## src/graph_pkg.sv

```systemverilog
`default_nettype none

package graph_pkg;

    // ==================================================
    // graph geometry
    // ==================================================

    localparam int code_distance_x = 3;
    localparam int code_distance_z = 2;
    localparam int measurement_rounds =
        (code_distance_x > code_distance_z) ? code_distance_x : code_distance_z;
    localparam int per_dim_width = $clog2(measurement_rounds);
    localparam int address_width = 3 * per_dim_width;

    localparam int pu_count = code_distance_x * code_distance_z * measurement_rounds;

    // boundary sides carry no link, so each direction loses one layer
    localparam int ns_link_count = (code_distance_x - 1) * code_distance_z * measurement_rounds;
    localparam int ew_link_count = code_distance_x * (code_distance_z - 1) * measurement_rounds;
    localparam int ud_link_count = code_distance_x * code_distance_z * (measurement_rounds - 1);
    localparam int link_count = ns_link_count + ew_link_count + ud_link_count;

    // growth needed to fill a north-south, east-west or up-down link
    localparam int weight_x = 2;
    localparam int weight_z = 2;
    localparam int weight_m = 2;

    // ==================================================
    // types
    // ==================================================

    // round, row, column from msb to lsb
    typedef logic [address_width-1:0] address_t;
    typedef logic [1:0]               growth_t;
    typedef logic [pu_count-1:0]      pu_vec_t;
    typedef logic [link_count-1:0]    link_vec_t;

endpackage

`default_nettype wire

```

## src/stage_pkg.sv

```systemverilog
`default_nettype none

package stage_pkg;

    typedef enum logic [2:0] {
        st_idle,
        st_load,
        st_grow,
        st_merge,
        st_done
    } decode_state_e;

    typedef logic [2:0] round_count_t;

    // one merge cycle per unit always covers the graph diameter
    localparam int merge_cycles = graph_pkg::pu_count;

    typedef logic [$clog2(merge_cycles)-1:0] merge_count_t;

endpackage

`default_nettype wire

```

## src/link_if.sv

```systemverilog
`timescale 1ns/10ps
`default_nettype none

interface link_if;
    import graph_pkg::*;

    // end a is the lower-indexed unit of the pair
    address_t a_root;
    logic     a_touched;
    address_t b_root;
    logic     b_touched;
    logic     fully_grown;

    modport end_a (
        output a_root, a_touched,
        input  b_root, b_touched, fully_grown
    );

    modport end_b (
        output b_root, b_touched,
        input  a_root, a_touched, fully_grown
    );

    modport link (
        input  a_touched, b_touched,
        output fully_grown
    );

endinterface

`default_nettype wire

```

## src/decoder_top.sv

```systemverilog
`timescale 1ns/10ps
`default_nettype none

module decoder_top (
    input  logic                                          clk,
    input  logic                                          rst_n,
    input  logic                                          start,
    input  stage_pkg::round_count_t                       grow_rounds,
    input  graph_pkg::pu_vec_t                            measurements,
    output graph_pkg::address_t [graph_pkg::pu_count-1:0] roots,
    output graph_pkg::pu_vec_t                            touched,
    output graph_pkg::link_vec_t                          fully_grown,
    output logic                                          busy,
    output logic                                          done
);

    logic load_en;
    logic grow_en;
    logic merge_en;
    logic timer_clear;
    logic round_step;
    logic merge_last;
    logic rounds_reached;

    stage_controller u_ctrl (
        .clk           (clk),
        .rst_n         (rst_n),
        .start         (start),
        .grow_rounds   (grow_rounds),
        .merge_last    (merge_last),
        .rounds_reached(rounds_reached),
        .load_en       (load_en),
        .grow_en       (grow_en),
        .merge_en      (merge_en),
        .timer_clear   (timer_clear),
        .round_step    (round_step),
        .busy          (busy),
        .done          (done)
    );

    round_timer u_timer (
        .clk           (clk),
        .rst_n         (rst_n),
        .timer_clear   (timer_clear),
        .merge_en      (merge_en),
        .round_step    (round_step),
        .grow_rounds   (grow_rounds),
        .merge_last    (merge_last),
        .rounds_reached(rounds_reached)
    );

    decoding_graph u_graph (
        .clk         (clk),
        .rst_n       (rst_n),
        .load_en     (load_en),
        .grow_en     (grow_en),
        .merge_en    (merge_en),
        .measurements(measurements),
        .roots       (roots),
        .touched     (touched),
        .fully_grown (fully_grown)
    );

endmodule

`default_nettype wire

```

## src/decoding_graph.sv

```systemverilog
`timescale 1ns/10ps
`default_nettype none

module decoding_graph (
    input  logic                                        clk,
    input  logic                                        rst_n,
    input  logic                                        load_en,
    input  logic                                        grow_en,
    input  logic                                        merge_en,
    input  graph_pkg::pu_vec_t                          measurements,
    output graph_pkg::address_t [graph_pkg::pu_count-1:0] roots,
    output graph_pkg::pu_vec_t                          touched,
    output graph_pkg::link_vec_t                        fully_grown
);
    import graph_pkg::*;

    localparam int dx = code_distance_x;
    localparam int dz = code_distance_z;
    localparam int dm = measurement_rounds;

    link_if ns_if [ns_link_count] ();
    link_if ew_if [ew_link_count] ();
    link_if ud_if [ud_link_count] ();

    // ==================================================
    // processing units
    // ==================================================

    for (genvar k = 0; k < dm; k++) begin : g_round
        for (genvar i = 0; i < dx; i++) begin : g_row
            for (genvar j = 0; j < dz; j++) begin : g_col
                localparam int pu = i * dz + j + k * dx * dz;
                // a boundary side borrows the opposite link of the same direction
                localparam int north_idx = k * (dx - 1) * dz + ((i > 0) ? i - 1 : i) * dz + j;
                localparam int south_idx = k * (dx - 1) * dz + ((i < dx - 1) ? i : i - 1) * dz + j;
                localparam int west_idx = k * dx * (dz - 1) + i * (dz - 1) + ((j > 0) ? j - 1 : j);
                localparam int east_idx = k * dx * (dz - 1) + i * (dz - 1) + ((j < dz - 1) ? j : j - 1);
                localparam int down_idx = ((k > 0) ? k - 1 : k) * dx * dz + i * dz + j;
                localparam int up_idx = ((k < dm - 1) ? k : k - 1) * dx * dz + i * dz + j;

                processing_unit #(
                    .address(address_t'((k << (2 * per_dim_width)) + (i << per_dim_width) + j)),
                    .neighbor_mask({k < dm - 1, k > 0, j < dz - 1, j > 0, i < dx - 1, i > 0})
                ) u_pu (
                    .clk        (clk),
                    .rst_n      (rst_n),
                    .load_en    (load_en),
                    .merge_en   (merge_en),
                    .measurement(measurements[pu]),
                    .north      (ns_if[north_idx]),
                    .south      (ns_if[south_idx]),
                    .west       (ew_if[west_idx]),
                    .east       (ew_if[east_idx]),
                    .down       (ud_if[down_idx]),
                    .up         (ud_if[up_idx]),
                    .root       (roots[pu]),
                    .touched    (touched[pu])
                );
            end
        end
    end

    // ==================================================
    // links, north-south then east-west then up-down
    // ==================================================

    for (genvar n = 0; n < ns_link_count; n++) begin : g_ns
        neighbor_link #(.weight(weight_x)) u_link (
            .clk(clk), .rst_n(rst_n), .load_en(load_en), .grow_en(grow_en), .conn(ns_if[n])
        );
        assign fully_grown[n] = ns_if[n].fully_grown;
    end

    for (genvar n = 0; n < ew_link_count; n++) begin : g_ew
        neighbor_link #(.weight(weight_z)) u_link (
            .clk(clk), .rst_n(rst_n), .load_en(load_en), .grow_en(grow_en), .conn(ew_if[n])
        );
        assign fully_grown[ns_link_count + n] = ew_if[n].fully_grown;
    end

    for (genvar n = 0; n < ud_link_count; n++) begin : g_ud
        neighbor_link #(.weight(weight_m)) u_link (
            .clk(clk), .rst_n(rst_n), .load_en(load_en), .grow_en(grow_en), .conn(ud_if[n])
        );
        assign fully_grown[ns_link_count + ew_link_count + n] = ud_if[n].fully_grown;
    end

endmodule

`default_nettype wire

```

## src/neighbor_link.sv

```systemverilog
`timescale 1ns/10ps
`default_nettype none

module neighbor_link #(
    parameter int weight = 2
) (
    input  logic  clk,
    input  logic  rst_n,
    input  logic  load_en,
    input  logic  grow_en,
    link_if.link  conn
);
    import graph_pkg::*;

    growth_t    growth;
    logic [2:0] grown_sum;

    // each touched end adds one unit of growth per grow cycle
    assign grown_sum = 3'(growth) + 3'(conn.a_touched) + 3'(conn.b_touched);

    always_ff @(posedge clk or negedge rst_n) begin
        if (!rst_n) begin
            growth <= '0;
        end else if (load_en) begin
            growth <= '0;
        end else if (grow_en) begin
            if (grown_sum >= 3'(weight)) begin
                growth <= growth_t'(weight);
            end else begin
                growth <= growth_t'(grown_sum);
            end
        end
    end

    assign conn.fully_grown = (growth == growth_t'(weight));

endmodule

`default_nettype wire

```

## src/processing_unit.sv

```systemverilog
`timescale 1ns/10ps
`default_nettype none

module processing_unit #(
    parameter graph_pkg::address_t address       = '0,
    parameter logic [5:0]          neighbor_mask = 6'b111111
) (
    input  logic                clk,
    input  logic                rst_n,
    input  logic                load_en,
    input  logic                merge_en,
    input  logic                measurement,
    link_if.end_b               north,
    link_if.end_a               south,
    link_if.end_b               west,
    link_if.end_a               east,
    link_if.end_b               down,
    link_if.end_a               up,
    output graph_pkg::address_t root,
    output logic                touched
);
    import graph_pkg::*;

    // direction order is north, south, west, east, down, up from bit 0
    address_t   nb_root [6];
    logic [5:0] nb_touched;
    logic [5:0] nb_grown;
    address_t   min_root;
    logic       any_touched;

    assign nb_root = '{north.a_root, south.b_root, west.a_root,
                       east.b_root, down.a_root, up.b_root};
    assign nb_touched = {up.b_touched, down.a_touched, east.b_touched,
                         west.a_touched, south.b_touched, north.a_touched};
    assign nb_grown = neighbor_mask & {up.fully_grown, down.fully_grown, east.fully_grown,
                                       west.fully_grown, south.fully_grown, north.fully_grown};

    always_comb begin
        min_root    = root;
        any_touched = touched;
        for (int d = 0; d < 6; d++) begin
            if (nb_grown[d]) begin
                any_touched = any_touched | nb_touched[d];
                if (nb_root[d] < min_root) begin
                    min_root = nb_root[d];
                end
            end
        end
    end

    always_ff @(posedge clk or negedge rst_n) begin
        if (!rst_n) begin
            root    <= '0;
            touched <= 1'b0;
        end else if (load_en) begin
            root    <= address;
            touched <= measurement;
        end else if (merge_en) begin
            root    <= min_root;
            touched <= any_touched;
        end
    end

    // a missing side is tied to another unit's link, so only present sides drive
    if (neighbor_mask[0]) begin : g_north
        assign north.b_root    = root;
        assign north.b_touched = touched;
    end
    if (neighbor_mask[1]) begin : g_south
        assign south.a_root    = root;
        assign south.a_touched = touched;
    end
    if (neighbor_mask[2]) begin : g_west
        assign west.b_root    = root;
        assign west.b_touched = touched;
    end
    if (neighbor_mask[3]) begin : g_east
        assign east.a_root    = root;
        assign east.a_touched = touched;
    end
    if (neighbor_mask[4]) begin : g_down
        assign down.b_root    = root;
        assign down.b_touched = touched;
    end
    if (neighbor_mask[5]) begin : g_up
        assign up.a_root    = root;
        assign up.a_touched = touched;
    end

endmodule

`default_nettype wire

```

## src/round_timer.sv

```systemverilog
`timescale 1ns/10ps
`default_nettype none

module round_timer (
    input  logic                    clk,
    input  logic                    rst_n,
    input  logic                    timer_clear,
    input  logic                    merge_en,
    input  logic                    round_step,
    input  stage_pkg::round_count_t grow_rounds,
    output logic                    merge_last,
    output logic                    rounds_reached
);
    import stage_pkg::*;

    merge_count_t merge_cnt;
    round_count_t rounds_done;

    always_ff @(posedge clk or negedge rst_n) begin
        if (!rst_n) begin
            merge_cnt   <= '0;
            rounds_done <= '0;
        end else if (timer_clear) begin
            merge_cnt   <= '0;
            rounds_done <= '0;
        end else begin
            if (merge_en) begin
                merge_cnt <= merge_last ? '0 : merge_cnt + 1'b1;
            end
            if (round_step) begin
                rounds_done <= rounds_done + 1'b1;
            end
        end
    end

    assign merge_last = (merge_cnt == merge_count_t'(merge_cycles - 1));

    // looks ahead to the round that closes with this merge
    assign rounds_reached = (({1'b0, rounds_done} + 4'd1) == {1'b0, grow_rounds});

endmodule

`default_nettype wire

```

## src/stage_controller.sv

```systemverilog
`timescale 1ns/10ps
`default_nettype none

module stage_controller (
    input  logic                    clk,
    input  logic                    rst_n,
    input  logic                    start,
    input  stage_pkg::round_count_t grow_rounds,
    input  logic                    merge_last,
    input  logic                    rounds_reached,
    output logic                    load_en,
    output logic                    grow_en,
    output logic                    merge_en,
    output logic                    timer_clear,
    output logic                    round_step,
    output logic                    busy,
    output logic                    done
);
    import stage_pkg::*;

    decode_state_e state;
    decode_state_e next_state;

    always_ff @(posedge clk or negedge rst_n) begin
        if (!rst_n) begin
            state <= st_idle;
        end else begin
            state <= next_state;
        end
    end

    always_comb begin
        next_state = state;
        case (state)
            st_idle:  if (start) next_state = st_load;
            st_load:  next_state = (grow_rounds == '0) ? st_done : st_grow;
            st_grow:  next_state = st_merge;
            st_merge: begin
                if (merge_last) begin
                    next_state = rounds_reached ? st_done : st_grow;
                end
            end
            default:  next_state = st_idle;
        endcase
    end

    // strobes decode straight from the state, so each lasts one state
    assign load_en     = (state == st_load);
    assign grow_en     = (state == st_grow);
    assign merge_en    = (state == st_merge);
    assign timer_clear = (state == st_load);
    assign round_step  = (state == st_merge) && merge_last;
    assign busy        = load_en || grow_en || merge_en;
    assign done        = (state == st_done);

endmodule

`default_nettype wire

```

## config.mk

```make
export PLATFORM = sky130hd
export DESIGN_NAME = decoder_top
export DESIGN_NICKNAME = d
export VERILOG_FILES = /design/src/graph_pkg.sv /design/src/stage_pkg.sv /design/src/link_if.sv /design/src/decoder_top.sv /design/src/decoding_graph.sv /design/src/neighbor_link.sv /design/src/processing_unit.sv /design/src/round_timer.sv /design/src/stage_controller.sv
export SDC_FILE = /design/constraint.sdc
export NUM_CORES = 1
export LEC_CHECK = 0
export BUFFER_PORTS_ARGS = -buffer_cell sky130_fd_sc_hd__buf_2
export CAP_MARGIN = 15
export CORE_MARGIN = 3
export CORE_UTILIZATION = 40
export DETAILED_ROUTE_END_ITERATION = 10
export PLACE_DENSITY = 0.58
export SLEW_MARGIN = 20
export SYNTH_ARGS = -nofsm -noshare
export SYNTH_HDL_FRONTEND = slang
export SYNTH_SLANG_ARGS = --single-unit
```

## constraint.sdc

```tcl
create_clock -name clk -period 10.6 [get_ports clk]
set_input_delay 0.53 -clock clk [delete_from_list [all_inputs] [get_ports clk]]
set_output_delay 0.53 -clock clk [all_outputs]
set_load 0.05 [all_outputs]
```

## Word-level counts from Yosys, hierarchy flattened

Cells that the tools add are included.

| storage, ports and cells | value |
|---|---|
| output and inout bits | 161 |
| bits of input ports | 24 |
| word-level logic and storage cells | 729 |
| register bits after elaboration | 203 |

| operators by class | value |
|---|---|
| add/sub/neg operators | 69 |
| mux-type cells | 379 |
| reductions and logical operators | 9 |
| bitwise operators | 60 |
| equal/unequal tests | 41 |
| $lt $le $gt $ge | 99 |

Operator list:

| operator | count |
|---|---|
| two-way mux 6 bit | 168 |
| < comparator 6 bit | 66 |
| two-way mux 2 bit | 99 |
| two-way mux 1 bit | 102 |
| adder 2 x 1 -> 3 bit | 33 |
| adder 3 x 1 -> 3 bit | 33 |
| greater-or-equal comparator 3 x 2 -> 1 bit, second input constant | 33 |
| == test 2 bit, second input constant | 33 |
| bitwise OR 1 bit | 60 |
| two-way mux 3 bit | 6 |
| two-way mux 5 bit | 3 |
| one-hot mux 3 bit (4 select lines) | 1 |
| == test 3 x 2 -> 1 bit, second input constant | 2 |
| zero test 3 bit | 2 |
| nonzero test 2 bit | 3 |
| adder 5 x 1 -> 5 bit, second input constant | 1 |
| == test 5 bit, second input constant | 1 |
| adder 3 x 1 -> 4 bit, second input constant | 1 |
| == test 4 x 3 -> 1 bit | 1 |
| adder 3 x 1 -> 3 bit, second input constant | 1 |
| == test 3 x 1 -> 1 bit, second input constant | 1 |
| == test 3 bit, second input constant | 1 |
| logical OR 1 bit | 2 |
| != test 2 x 1 -> 1 bit, second input constant | 1 |
| other kinds (3) | 3 |

## Depth between registers and ports, before layout

| depth | value |
|---|---|
| word-level depth | 17 |
| gate-level depth with buffers | 40 |
| depth with buffers taken out | 38 |

## Worst setup path after synthesis

No wires, ideal clock.

| timing | value |
|---|---|
| kind | flip-flop to flip-flop |
| start | reg u_graph.g_round[1].g_row[0].g_col[1].u_pu.root[3] |
| end | reg u_graph.g_round[1].g_row[1].g_col[1].u_pu.root[5] |
| arrival time | 7.979 ns |
| setup time | 0.083 ns |
| buffers on the path | 0 |
| setup slack | 2.538 ns |
| period minus slack after synthesis | 8.062 ns |
| cell stages (with the launch flop) | 35 |
| cells stage by stage | dfrtp_1 inv_1 ha_1 a211oi_1 nor2_1 o31ai_2 a21oi_1 ha_1 or3_1 a311oi_1 a211oi_1 o2111a_1 a22o_4 a21oi_1 inv_1 ha_1 nor2_1 or3b_1 a2111oi_2 nor4_4 mux2_2 ha_1 a21o_1 a211oi_1 o21ai_0 nor2_8 mux2_4 ha_1 a21o_1 a211o_1 nor2_1 nand2_1 o31ai_2 a22oi_1 o21ai_0 |

| between the ends | value |
|---|---|
| longest elaborated chain between the ends | 17 |

Ends and longest elaborated chain:

| item | line | text |
|---|---|---|
| start, declared | processing_unit.sv:19 | `output graph_pkg::address_t root,` |
| start signal, assigned | processing_unit.sv:56 | `root <= address;` |
| start signal, assigned | processing_unit.sv:59 | `root <= min_root;` |
| < comparator 6 bit | processing_unit.sv:44 | `if (nb_root[d] < min_root) begin` |
| two-way mux 6 bit * | processing_unit.sv:44 |  |
| two-way mux 6 bit * | processing_unit.sv:42 | `if (nb_grown[d]) begin` |
| < comparator 6 bit | processing_unit.sv:44 |  |
| two-way mux 6 bit | processing_unit.sv:44 |  |
| two-way mux 6 bit * | processing_unit.sv:42 |  |
| < comparator 6 bit | processing_unit.sv:44 |  |
| two-way mux 6 bit | processing_unit.sv:44 |  |
| two-way mux 6 bit * | processing_unit.sv:42 |  |
| < comparator 6 bit | processing_unit.sv:44 |  |
| two-way mux 6 bit | processing_unit.sv:44 |  |
| two-way mux 6 bit * | processing_unit.sv:42 |  |
| < comparator 6 bit | processing_unit.sv:44 |  |
| two-way mux 6 bit | processing_unit.sv:44 |  |
| two-way mux 6 bit * | processing_unit.sv:42 |  |
| two-way mux 6 bit * | processing_unit.sv:58 | `end else if (merge_en) begin` |
| two-way mux 6 bit * | processing_unit.sv:55 | `end else if (load_en) begin` |
| end signal, assigned | processing_unit.sv:56 |  |
| end signal, assigned | processing_unit.sv:59 |  |
| end, declared | processing_unit.sv:19 |  |

Every way passes the cells marked *; elsewhere a longest branch is shown, timed or not. The select of a mux whose other input is x is not followed.
A chain may end at the register's enable or synchronous reset.

## Worst setup path after layout

| timing | value |
|---|---|
| start | reg u_graph.g_round[1].g_row[1].g_col[0].u_pu.root[0] |
| end | reg u_graph.g_round[1].g_row[1].g_col[0].u_pu.root[4] |

| between the ends | value |
|---|---|
| longest elaborated chain between the ends | 17 |

Ends and longest elaborated chain:

| item | line |
|---|---|
| start, declared | processing_unit.sv:19 |
| start signal, assigned | processing_unit.sv:56 |
| start signal, assigned | processing_unit.sv:59 |
| < comparator 6 bit | processing_unit.sv:44 |
| two-way mux 6 bit | processing_unit.sv:44 |
| two-way mux 6 bit * | processing_unit.sv:42 |
| < comparator 6 bit | processing_unit.sv:44 |
| two-way mux 6 bit | processing_unit.sv:44 |
| two-way mux 6 bit * | processing_unit.sv:42 |
| < comparator 6 bit | processing_unit.sv:44 |
| two-way mux 6 bit | processing_unit.sv:44 |
| two-way mux 6 bit * | processing_unit.sv:42 |
| < comparator 6 bit | processing_unit.sv:44 |
| two-way mux 6 bit | processing_unit.sv:44 |
| two-way mux 6 bit * | processing_unit.sv:42 |
| < comparator 6 bit | processing_unit.sv:44 |
| two-way mux 6 bit | processing_unit.sv:44 |
| two-way mux 6 bit * | processing_unit.sv:42 |
| two-way mux 6 bit * | processing_unit.sv:58 |
| two-way mux 6 bit * | processing_unit.sv:55 |

Marks and branches as above.

==> results.ini <==
[global_route]
overflow=0
grt_pass1_vias=20800
grt_pass1_wl_um=133000
grt_max_degree=86
grt_usage=0.292
antenna_found_initial=2

[logic_synthesis]
syn_area_per_cell_um2=8.94
synth_area_um2=22400
ys_seq_area_frac=0.227
syn_nets=2924
ys_ff_latch=203
ys.flop_type=dfrtp_1
yosysWarnings=0
synth_edf_count=0
async_flop_share=1.00
syn_inst=2504
ys_types=98

[sta]
rsz0062_at_grt=no
skew_ns=0.0141
finalCritPeriodShare=0.813
maxSlewViolCount=0
worst_pin_slew_ns=1.04
setup_tns_ns=0
finalSetupViolCount=0
max_freq_ghz=0.116
relSlewSlack=0.302
min_period_ns=8.62
hold_viol=0

[critical_path]
crit_arrival_ns=9.09
cp_common_cell=ha_1
reg2regPathDepth=36
crit_type=reg2reg
crit_fanout=10
crit_required_ns=11.07
slowest_stage=dfrtp_1
max_stage_delay_ns=0.72
end_kind=flip-flop
cp-start-kind=flip-flop

[cts]
clock_path_buffers=3
clkLatencyLatePin_ns=0.59
post_cts_resized=0
cts_tree=yes
clock-sinks=203
cts_max_level=1
cts_made_buffers=27
clock-root-buffer=clkbuf_16
clkTransAtPathRegs_ns=0.06

[hold_path]
hold_class=in2reg
whs_path_depth=2

[drt]
route.detailed.drc=0
final_antenna_net_count=0
dr.pass1.iters=6
first_iter_violations=1783
wl_um=88500
via_per_inst=6.14
wl_per_cell_um=26.0
num_vias=20900

[cells_and_area]
multi_input_comb_area_um2=15800
post_route_cells_drive_above_1_share=0.155
area_growth_pct=11.3
fillers=5388
seqCellArea_um2=5080
n_antenna_cell=0
instances_no_fill=3399
nets=3050

[floorplanning]
io_pins=185
start_util=0.406
die_h_um=243
die_w_um=243
die_area_um2=58900
rows=86
fp.coreArea_um2=55200

[outcome]
status=complete, no violations

[placement]
port_buffers=184
gp_congestion=0.991
place_inst=3348
dp_hpwl_um=65900

[job]
maxCapViolCount=0

[path summary, 6_finish.rpt]
| path | start | to | slack [ns] |
|---|---|---|---|
| max | flip-flop | flip-flop | 1.98 |
| min | measurements[5] | flip-flop | 0.17 |
| max reg2reg | flip-flop | flip-flop | 1.98 |
| min reg2reg | u_graph.g_ud[0].u_link.growth[1]$_DFFE_PN0P_ | u_graph.g_ud[0].u_link.growth[1]$_DFFE_PN0P_ | 0.54 |
| max in group asynchronous | rst_n | u_graph.g_ns[8].u_link.growth[0]$_DFFE_PN0P_ | 8.62 |
| min in group asynchronous | rst_n | asynchronous set/reset pin | 0.52 |
[state kept, by name (all words and copies together) (netlist names)]
signal and cells:
u_timer.rounds_done 3, u_graph.g_round.g_row.g_col.u_pu.east.a_touched 3, u_graph.g_round.g_row.g_col.u_pu.north.b_touched 2, u_graph.g_round.g_row.g_col.u_pu.east.a_root 18, u_graph.g_ns.u_link.growth 24, u_timer.merge_cnt 5
u_graph.g_ew.u_link.growth 18, u_graph.g_round.g_row.g_col.u_pu.down.b_touched 12, u_graph.g_round.g_row.g_col.u_pu.root 6, u_graph.g_round.g_row.g_col.u_pu.south.a_touched 1, u_ctrl.state 3, u_graph.g_round.g_row.g_col.u_pu.down.b_root 72
u_graph.g_round.g_row.g_col.u_pu.north.b_root 12, u_graph.g_ud.u_link.growth 24
[cell families after synthesis]
kind of cell | after synthesis | share of synthesized area
compound gates | 736 | 0.238
simple gates | 560 | 0.123
fa+ha+maj | 398 | 0.233
buf+inv | 380 | 0.0723
mux | 218 | 0.102
flops | 203 | 0.227
xor+xnor | 9 | 0.00352
[metrics by stage]
stage | area, um2 | setup WS [ns] | util | hold slack, ns
2_1_floorplan | 22400 | 2.54 | - | 0.234
3_3_place_gp | 23900 | 2.29 | 0.434 | 0.510
3_5_place_dp | 23900 | 2.13 | 0.434 | 0.522
4_1_cts | 24900 | 2.10 | 0.451 | 0.142
5_1_grt | 24900 | 1.27 | 0.452 | 0.181
6_report | 24900 | 1.98 | 0.452 | 0.171
[cell usage in the layout (no fill, tap or decap), types with 10 or more instances in the layout]
cell         n
buf_2      183
o211ai_1    13
mux2i_1    135
a22o_1      50
inv_1      245
dfrtp_1    203
nor2b_1     10
a211o_1     15
a21o_1      74
o21a_1      33
buf_4       46
nand3_1     28
nand4_1     26
or3_1       16
o21ai_0     82
nand2b_1    68
clkbuf_16   27
a21oi_1    165
a31oi_1     25
fa_1        33
o22ai_1     38
o22a_1      19
a211oi_1    16
nor2_1     208
nand2_1    100
ha_1       363
mux2_2      81
nor3_1      34
a32o_1      38
a22oi_1     35
[critical path: cells and delay by family (launching register included)]
| kind | cells | cell delay [ns] |
|---|---|---|
| AO/OA/AOI/OAI | 15 | 3.25 |
| multiplexers | 2 | 0.53 |
| buffers and inverters | 3 | 0.50 |
| adder cells (fa/ha/maj) | 5 | 1.48 |
| flip-flops | 1 | 0.72 |
| AND/OR/NAND/NOR | 11 | 2.01 |
[cells in the mapped netlist, types with 28 or more instances]
cell / count / area [um2]
nor3_1: 34 / 170
nand3_1: 28 / 140
o21a_1: 33 / 248
a21o_1: 74 / 556
dfrtp_1: 203 / 5080
a22oi_1: 35 / 263
nand2b_1: 70 / 438
a21oi_1: 165 / 826
o22ai_1: 38 / 238
nand2_1: 101 / 379
mux2i_1: 135 / 1350
a22o_1: 50 / 438
ha_1: 363 / 4540
nor2_1: 208 / 781
clkbuf_1: 80 / 300
fa_1: 33 / 661
inv_1: 245 / 920
mux2_2: 81 / 912
buf_4: 51 / 383
a32o_1: 38 / 380
o21ai_0: 82 / 410
[final cells by class]
| type | instances | area share |
|---|---|---|
| clock buffer | 39 | 0.0317 |
| clock inverter | 11 | 0.00627 |
| inverter | 246 | 0.0370 |
| multi-input combinational | 1921 | 0.632 |
| sequential | 203 | 0.204 |
| tap | 748 | 0.0375 |
| timing repair buffer | 231 | 0.0516 |
[metal layers]
layer / track usage / routed length, um / share of wire / vias up
met5: 0 / 0 / 0 / -
met4: 0.101 / 3290 / 0.037 / 0
met3: 0.0524 / 7190 / 0.081 / 210
met2: 0.468 / 39500 / 0.45 / 907
met1: 0.396 / 38500 / 0.43 / 10300
li1: - / - / - / 9460
[what timing repair did]
action	in CTS	in global routing
hold endpoints to repair	5	0
buffers inserted	0	0
hold buffers	1	0
Power is left out: the tool's default activity adds up to more than one toggle a clock period on the data nets, which glitch-free logic cannot reach.
